**src/verilog/i2c_tgt_pkg.sv**
```systemverilog
/*
 * I2C target shared definitions
 * Device address, register depth, the byte types used across the
 * target and the protocol engine state encoding
 */

package i2c_tgt_pkg;

	// **************************************************************************
	// Vector types
	// **************************************************************************
	typedef logic [7:0] byte_t;
	typedef logic [6:0] dev_addr_t;
	// Pointer stays 8 bits wide so values past the bank are visible
	typedef logic [7:0] ptr_t;
	typedef logic [3:0] reg_idx_t;

	// **************************************************************************
	// Constants
	// **************************************************************************
	localparam dev_addr_t TGT_ADDR = 7'h10;
	localparam int unsigned REG_DEPTH = 16;
	// Returned when the pointer is outside the bank
	localparam byte_t RD_FILL = 8'hff;

	// Protocol engine states
	typedef enum logic [3:0]
	{
		ST_IDLE,
		ST_DEV_ADDR,
		ST_DEV_ACK,
		ST_PTR,
		ST_PTR_ACK,
		ST_WR_DATA,
		ST_WR_ACK,
		ST_RD_DATA,
		ST_RD_ACK
	} tgt_state_t;

endpackage

```
**src/verilog/i2c_line_sync.sv**
```systemverilog
/*
 * I2C line synchronizer
 * Brings bus_clk and bus_dat into the scl domain through two flops each
 * and produces single-cycle pulses for clock edges, start and stop
 */

`timescale 1ns/1ps

module i2c_line_sync
(
	input  logic scl,
	input  logic rst_n,
	input  logic bus_clk,
	input  logic bus_dat,
	output logic clk_rise,
	output logic clk_fall,
	output logic start_det,
	output logic stop_det,
	output logic dat_s
);

	logic [1:0] clk_sync;
	logic [1:0] dat_sync;
	logic       clk_p;
	logic       dat_p;
	logic       clk_s;

	assign clk_s = clk_sync[1];
	assign dat_s = dat_sync[1];

	// Lines idle high, so reset to one to avoid a false start
	always_ff @(posedge scl or negedge rst_n)
	begin
		if (!rst_n)
		begin
			clk_sync <= 2'b11;
			dat_sync <= 2'b11;
			clk_p    <= 1'b1;
			dat_p    <= 1'b1;
		end
		else
		begin
			clk_sync <= {clk_sync[0], bus_clk};
			dat_sync <= {dat_sync[0], bus_dat};
			clk_p    <= clk_s;
			dat_p    <= dat_s;
		end
	end

	// **************************************************************************
	// Edge and condition pulses, one cycle each
	// **************************************************************************
	always_ff @(posedge scl or negedge rst_n)
	begin
		if (!rst_n)
		begin
			clk_rise  <= 1'b0;
			clk_fall  <= 1'b0;
			start_det <= 1'b0;
			stop_det  <= 1'b0;
		end
		else
		begin
			clk_rise  <= clk_s & ~clk_p;
			clk_fall  <= ~clk_s & clk_p;
			// Data moves while the clock stays high
			start_det <= clk_s & clk_p & dat_p & ~dat_s;
			stop_det  <= clk_s & clk_p & ~dat_p & dat_s;
		end
	end

endmodule

```
**src/verilog/i2c_tgt_engine.sv**
```systemverilog
/*
 * I2C target protocol engine
 * Receives the device address, register pointer and write bytes,
 * shifts out read bytes and drives ACK by pulling the data line low.
 * Bits are taken on the clock rise, the line changes after the fall
 */

`timescale 1ns/1ps

module i2c_tgt_engine
	import i2c_tgt_pkg::*;
(
	input  logic     scl,
	input  logic     rst_n,
	input  logic     clk_rise,
	input  logic     clk_fall,
	input  logic     start_det,
	input  logic     stop_det,
	input  logic     dat_s,
	input  byte_t    bus_rdata,
	output logic     bus_dat_oe,
	output reg_idx_t bus_idx,
	output logic     bus_we,
	output byte_t    bus_wdata,
	output logic     bus_busy
);

	tgt_state_t state;
	byte_t      rx_shift;
	byte_t      tx_shift;
	logic [3:0] bit_cnt;
	logic       rd_mode;
	logic       host_nack;
	ptr_t       ptr;
	logic       byte_done;
	logic       ptr_ok;
	logic       rx_state;
	logic       tx_load;
	byte_t      rd_byte;

	assign byte_done = (bit_cnt == 4'd8);
	assign ptr_ok    = (ptr < ptr_t'(REG_DEPTH));
	assign rx_state  = (state == ST_DEV_ADDR) || (state == ST_PTR) || (state == ST_WR_DATA);

	// Next read byte, fill value once the pointer runs off the bank
	assign rd_byte = ptr_ok ? bus_rdata : RD_FILL;
	assign tx_load = ((state == ST_DEV_ACK) && rd_mode) || ((state == ST_RD_ACK) && !host_nack);

	// **************************************************************************
	// Register bank port
	// **************************************************************************
	assign bus_idx   = reg_idx_t'(ptr);
	assign bus_wdata = rx_shift;
	// Write lands in the same cycle the pointer advances
	assign bus_we    = clk_fall && (state == ST_WR_DATA) && byte_done && ptr_ok;
	assign bus_busy  = (state != ST_IDLE);

	// **************************************************************************
	// Protocol FSM
	// **************************************************************************
	always_ff @(posedge scl or negedge rst_n)
	begin
		if (!rst_n)
		begin
			state      <= ST_IDLE;
			bit_cnt    <= 4'd0;
			rd_mode    <= 1'b0;
			host_nack  <= 1'b0;
			ptr        <= '0;
			bus_dat_oe <= 1'b0;
		end
		else if (start_det)
		begin
			// Also covers a repeated start
			state      <= ST_DEV_ADDR;
			bit_cnt    <= 4'd0;
			bus_dat_oe <= 1'b0;
		end
		else if (stop_det)
		begin
			state      <= ST_IDLE;
			bus_dat_oe <= 1'b0;
		end
		else if (clk_rise)
		begin
			if (rx_state || (state == ST_RD_DATA))
				bit_cnt <= bit_cnt + 4'd1;
			// Controller answer after a read byte
			if (state == ST_RD_ACK)
				host_nack <= dat_s;
		end
		else if (clk_fall)
		begin
			case (state)
				ST_DEV_ADDR:
					if (byte_done)
					begin
						bit_cnt <= 4'd0;
						if (rx_shift[7:1] == TGT_ADDR)
						begin
							state      <= ST_DEV_ACK;
							rd_mode    <= rx_shift[0];
							bus_dat_oe <= 1'b1;
						end
						else
							state <= ST_IDLE;
					end
				ST_DEV_ACK:
					if (rd_mode)
					begin
						state      <= ST_RD_DATA;
						bus_dat_oe <= ~rd_byte[7];
					end
					else
					begin
						state      <= ST_PTR;
						bus_dat_oe <= 1'b0;
					end
				ST_PTR:
					if (byte_done)
					begin
						bit_cnt    <= 4'd0;
						ptr        <= rx_shift;
						bus_dat_oe <= (rx_shift < ptr_t'(REG_DEPTH));
						state      <= ST_PTR_ACK;
					end
				ST_PTR_ACK, ST_WR_ACK:
				begin
					state      <= ST_WR_DATA;
					bus_dat_oe <= 1'b0;
				end
				ST_WR_DATA:
					if (byte_done)
					begin
						bit_cnt    <= 4'd0;
						ptr        <= ptr + 8'd1;
						bus_dat_oe <= ptr_ok;
						state      <= ST_WR_ACK;
					end
				ST_RD_DATA:
					if (byte_done)
					begin
						// Release the line for the controller ACK
						bit_cnt    <= 4'd0;
						ptr        <= ptr + 8'd1;
						bus_dat_oe <= 1'b0;
						state      <= ST_RD_ACK;
					end
					else
						bus_dat_oe <= ~tx_shift[7];
				ST_RD_ACK:
					if (host_nack)
					begin
						state      <= ST_IDLE;
						bus_dat_oe <= 1'b0;
					end
					else
					begin
						state      <= ST_RD_DATA;
						bus_dat_oe <= ~rd_byte[7];
					end
				default:
					state <= ST_IDLE;
			endcase
		end
	end

	// Shift registers, receive on rise and transmit on fall
	always_ff @(posedge scl)
	begin
		if (clk_rise && rx_state)
			rx_shift <= {rx_shift[6:0], dat_s};
		if (clk_fall)
		begin
			if (tx_load)
				tx_shift <= {rd_byte[6:0], 1'b1};
			else if (state == ST_RD_DATA)
				tx_shift <= {tx_shift[6:0], 1'b1};
		end
	end

endmodule

```
**src/verilog/i2c_reg_bank.sv**
```systemverilog
/*
 * I2C target register bank
 * Sixteen bytes shared between the I2C engine and a local port.
 * The local port uses a four-phase req/ack handshake and yields
 * to bus writes
 */

`timescale 1ns/1ps

module i2c_reg_bank
	import i2c_tgt_pkg::*;
(
	input  logic     scl,
	input  logic     rst_n,
	input  reg_idx_t bus_idx,
	input  logic     bus_we,
	input  byte_t    bus_wdata,
	output byte_t    bus_rdata,
	input  logic     loc_req,
	input  logic     loc_we,
	input  reg_idx_t loc_idx,
	input  byte_t    loc_wdata,
	output logic     loc_ack,
	output byte_t    loc_rdata
);

	typedef enum logic
	{
		HS_IDLE,
		HS_DONE
	} hs_state_t;

	hs_state_t hs_state;
	byte_t     regs [REG_DEPTH];
	logic      loc_go;

	// Local access proceeds only in a cycle free of bus writes
	assign loc_go = (hs_state == HS_IDLE) && loc_req && !bus_we;

	assign bus_rdata = regs[bus_idx];
	assign loc_ack   = (hs_state == HS_DONE);

	// **************************************************************************
	// Storage
	// **************************************************************************
	always_ff @(posedge scl or negedge rst_n)
	begin
		if (!rst_n)
		begin
			for (int i = 0; i < REG_DEPTH; i++)
				regs[i] <= '0;
		end
		else if (bus_we)
			regs[bus_idx] <= bus_wdata;
		else if (loc_go && loc_we)
			regs[loc_idx] <= loc_wdata;
	end

	// **************************************************************************
	// Local handshake
	// **************************************************************************
	always_ff @(posedge scl or negedge rst_n)
	begin
		if (!rst_n)
			hs_state <= HS_IDLE;
		else
		begin
			case (hs_state)
				HS_IDLE:
					if (loc_go)
						hs_state <= HS_DONE;
				HS_DONE:
					// Hold ack until the requester lets go
					if (!loc_req)
						hs_state <= HS_IDLE;
				default:
					hs_state <= HS_IDLE;
			endcase
		end
	end

	// Read data held until the next local read
	always_ff @(posedge scl)
	begin
		if (loc_go && !loc_we)
			loc_rdata <= regs[loc_idx];
	end

endmodule

```
**src/verilog/i2c_tgt_top.sv**
```systemverilog
/*
 * I2C target top level
 * Line synchronizer, protocol engine and register bank of the
 * register-bank I2C peripheral
 */

`timescale 1ns/1ps

module i2c_tgt_top
	import i2c_tgt_pkg::*;
(
	input  logic     scl,
	input  logic     rst_n,
	input  logic     bus_clk,
	input  logic     bus_dat,
	output logic     bus_dat_oe,
	input  logic     loc_req,
	input  logic     loc_we,
	input  reg_idx_t loc_idx,
	input  byte_t    loc_wdata,
	output logic     loc_ack,
	output byte_t    loc_rdata,
	output logic     bus_busy
);

	logic     clk_rise;
	logic     clk_fall;
	logic     start_det;
	logic     stop_det;
	logic     dat_s;
	reg_idx_t bus_idx;
	logic     bus_we;
	byte_t    bus_wdata;
	byte_t    bus_rdata;

	i2c_line_sync i_line_sync
	(
		.scl       (scl),
		.rst_n     (rst_n),
		.bus_clk   (bus_clk),
		.bus_dat   (bus_dat),
		.clk_rise  (clk_rise),
		.clk_fall  (clk_fall),
		.start_det (start_det),
		.stop_det  (stop_det),
		.dat_s     (dat_s)
	);

	i2c_tgt_engine i_engine
	(
		.scl        (scl),
		.rst_n      (rst_n),
		.clk_rise   (clk_rise),
		.clk_fall   (clk_fall),
		.start_det  (start_det),
		.stop_det   (stop_det),
		.dat_s      (dat_s),
		.bus_rdata  (bus_rdata),
		.bus_dat_oe (bus_dat_oe),
		.bus_idx    (bus_idx),
		.bus_we     (bus_we),
		.bus_wdata  (bus_wdata),
		.bus_busy   (bus_busy)
	);

	i2c_reg_bank i_reg_bank
	(
		.scl       (scl),
		.rst_n     (rst_n),
		.bus_idx   (bus_idx),
		.bus_we    (bus_we),
		.bus_wdata (bus_wdata),
		.bus_rdata (bus_rdata),
		.loc_req   (loc_req),
		.loc_we    (loc_we),
		.loc_idx   (loc_idx),
		.loc_wdata (loc_wdata),
		.loc_ack   (loc_ack),
		.loc_rdata (loc_rdata)
	);

endmodule

```
**config.mk**
```make
export PLATFORM = sky130hd
export DESIGN_NAME = i2c_tgt_top
export DESIGN_NICKNAME = d
export VERILOG_FILES = /design/src/verilog/i2c_tgt_pkg.sv /design/src/verilog/i2c_line_sync.sv /design/src/verilog/i2c_tgt_engine.sv /design/src/verilog/i2c_reg_bank.sv /design/src/verilog/i2c_tgt_top.sv
export SDC_FILE = /design/constraint.sdc
export NUM_CORES = 1
export LEC_CHECK = 0
export ABC_CLOCK_PERIOD_IN_PS = 3600
export BUFFER_PORTS_ARGS = -buffer_cell sky130_fd_sc_hd__buf_2
export CAP_MARGIN = 20
export CORE_MARGIN = 4
export CORE_UTILIZATION = 58
export DETAILED_ROUTE_END_ITERATION = 8
export PLACE_DENSITY = 0.76
export SYNTH_ARGS = -nofsm -noshare
export SYNTH_HDL_FRONTEND = slang
export SYNTH_SLANG_ARGS = --single-unit
```
**constraint.sdc**
```tcl
create_clock -name scl -period 3.6 [get_ports scl]
set_input_delay 0 -clock scl [delete_from_list [all_inputs] [get_ports scl]]
set_output_delay 0 -clock scl [all_outputs]
set_load 0.02 [all_outputs]
```
==> metrics.cfg <==
[run_status]
status=complete, no violations

[critical_path]
critPathMaxFanout=16
crit_slowest_cell=nor4_4
regToRegSetupSlack_ns=0.70
r2r_cells=6
start_kind=register
cp.depth=6
crit_required_ns=3.88
startpoint=i_engine.ptr[7]$_DFFE_PN0P_
cp.arrival_ns=3.18
cp-endpoint=i_reg_bank.regs[34]$_DFFE_PN0P_
crit_buf_inv=1
crit_chain=or4_1 > buf_4 > nor4_4 > a21oi_1 > a22oi_1 > o21ai_0
cp_top_family=simple AND/OR/NAND/NOR gates
worstSetupEndpointType=register
slowest_delay_ns=0.67
r2r_end=i_reg_bank.regs[34]$_DFFE_PN0P_
rr_startpoint=i_engine.ptr[7]$_DFFE_PN0P_
crit_type=register to register

[clock_network]
cts_made_buffers=17
cts.repair.resized=0
cts_sinks=181
h-tree-depth=4
cts_tree=done
cts_root_buf=clkbuf_16
insertion_delay_ns=0.44
clock_path_buffers=2
clk_pin_slew_worst_paths_ns=0.07

[global_routing]
grt_pass1_vias=8558
antenna_found_initial=2
grt_overflow=0
grt_pass1_wl_um=52200
grt_usage_pct=34.5
grt_max_degree=105

[power]
p_leak_nw=4.59
power.switching_mw=1.50
clkPwrFrac_pct=37.1
power_mw=5.28
power_frac_comb_pct=15.1
sw_frac_of_total_pct=28.3
p_int_mw=3.79
p_per_area_nw_per_um2=455
power_frac_seq_pct=47.9
vdd_drop_max_mv=0.330

[floorplan]
dieArea_sq_um=20400
io_pins=29
initial_core_util_pct=58.9
row_count=49
core_area_sq_um=17900
die_x_um=143
die_h_um=143

[drt]
ant_nets=0
avgRoutedWirePerCell_um=29.3
drc=0
first_pass_iters=7
routed_via_density=7.67
wirelength_um=34100
drt_iter0_markers=1563
dr_total_vias=8923

[placed_design]
io_buffers=28
dp.cells=1121
place_ws_ns=0.779
hpwl_um=21900
gp_congestion=0.974

[timing]
hold_violations=0
fin_crit_sh_pct=80.5
slew_headroom_pct=23.0
setup_violations=0
slew_viol_final=0
setup_slack_ns=0.703
tightest_slew_ns=1.15
clock_skew_ns=0.0105
min_period_ns=2.90
setup_tns_ns=0
fmax_ghz=0.345
rsz0062_at_grt=no

[logic_synthesis]
async_reset_ff_share_pct=87.3
yosysWarningCount=0
ys_top_cells_by_area=dfrtp_1 36%, mux4_2 16%, edfxtp_1 6.5%
yosys.area.top_type_share_pct=36.0
synth_edf_count=23
yosysTopAreaCell=dfrtp_1
synth_seq_area_share_pct=44.1
syn_area_sq_um=10600
synth_top_flop_cell=dfrtp_1
ys_types=67
postSynthRegisterBits=181
synth.net_count=931
postSynthAreaPerCell_sq_um=11.6
netlist_instances=907
synth.most_common_cell=dfrtp_1
synth_common_cells=152 x dfrtp_1, 104 x nor2_1, 73 x mux4_2

[finish]
nNetsFinal=946
final-instance-count-excl-fill=1164
fin_util_pct=64.8
drive_above_1_share_pct=22.8
diodes=0
syn_to_final_growth_pct=10.0
fillers=1346

[job]
drv_cap=0

[hold_path]
hold_path_class=input pin to register

## worst register-to-register path, delay by kind of cell (launching register included)
family                 cells  cell delay (ns)
AOI/OAI and AO/OA          3             0.72
buffers and inverters      1             0.31
DFF                        1             0.41
and+or+nand+nor            2             1.29
## cell families after synthesis
family                   count (synthesis)  share of synthesized area (%)
AO/OA/AOI/OAI                          278                           20.0
XOR/XNOR                                 1                         0.0830
adder cells (fa/ha/maj)                  6                          0.711
buffers and inverters                   81                           3.40
flip-flops                             181                           44.1
multiplexers                            84                           16.7
AND/OR/NAND/NOR                        276                           15.1
## through the flow
stage / hold slack [ns] / cell area (sq um)
after floorplan: -0.296 / 10600
after detailed placement: 0.108 / 10900
final: 0.0137 / 11600
after CTS: 0.00431 / 11600
after global placement: 0.106 / 10900
after global routing: 0.0157 / 11600
## metal layers
metal	vias up	GRT usage (%)	part of all wire (%)
li1	3629	-	-
met4	4	15.0	5.5
met3	152	13.4	15
met5	-	0	0.067
met1	4383	48.0	37
met2	755	48.9	43
## sequential cells by signal (all words and copies together), names as in the netlist, 2 cells and up
register	flops
i_engine.bit_cnt	4
i_reg_bank.regs	128
i_engine.ptr	8
i_engine.bus_wdata	8
i_reg_bank.loc_rdata	8
i_engine.tx_shift	7
i_engine.state	4
i_line_sync.dat_sync	2
i_line_sync.clk_sync	2
## worst min-delay path by stage
stage	startpoint	cells after the start	slack (ns)	to
2_1_floorplan	rst_n	0	-0.30	i_engine.bit_cnt[0]$_DFFE_PN0P_
3_3_place_gp	bus_dat	1	0.11	i_line_sync.dat_sync[0]$_DFF_PN1_
3_5_place_dp	bus_dat	1	0.11	i_line_sync.dat_sync[0]$_DFF_PN1_
4_1_cts	loc_wdata[7]	3	0.004	i_reg_bank.regs[15]$_DFFE_PN0P_
5_1_grt	loc_wdata[7]	3	0.02	i_reg_bank.regs[15]$_DFFE_PN0P_
6_report	loc_wdata[7]	3	0.01	i_reg_bank.regs[15]$_DFFE_PN0P_
## power groups by stage
| stage | sequential, mW | clock (mW) | combinational, mW |
|---|---|---|---|
| after floorplan | 2.45 | 0 | 0.546 |
| after global placement | 2.54 | 0 | 0.742 |
| after detailed placement | 2.55 | 0 | 0.762 |
| after CTS | 2.51 | 1.95 | 0.775 |
| after global routing | 2.55 | 2.05 | 0.845 |
| final | 2.53 | 1.96 | 0.796 |
## cell type report
cell class	instances	area, sq um	share of cell area [%]
timing repair buffer	69	494	4.26
inverter	8	30.0	0.259
multi-input combinational	645	5550	47.8
tap	229	287	2.47
clock inverter	11	149	1.28
sequential	181	4650	40.1
clock buffer	21	450	3.88
## what timing repair did
action / in CTS / in global routing
setup buffers: 0 / 0
endpoints found under the setup margin: 0 / 0
hold buffers: 11 / 0
endpoints found under the hold margin: 115 / 0
## cell usage in the layout, fill, tap and decap left out, drive strengths merged, types with 17 or more instances in the layout
master,netlist,final
clkbuf,45,21
dfrtp,152,152
a221o,57,57
buf,28,58
a21oi,31,31
mux4,73,73
nand3,23,23
nor4,17,17
a22oi,55,55
edfxtp,23,23
nor2,109,109
nand2,45,45
o21ai,74,74
(Power assumes the default switching activity.)
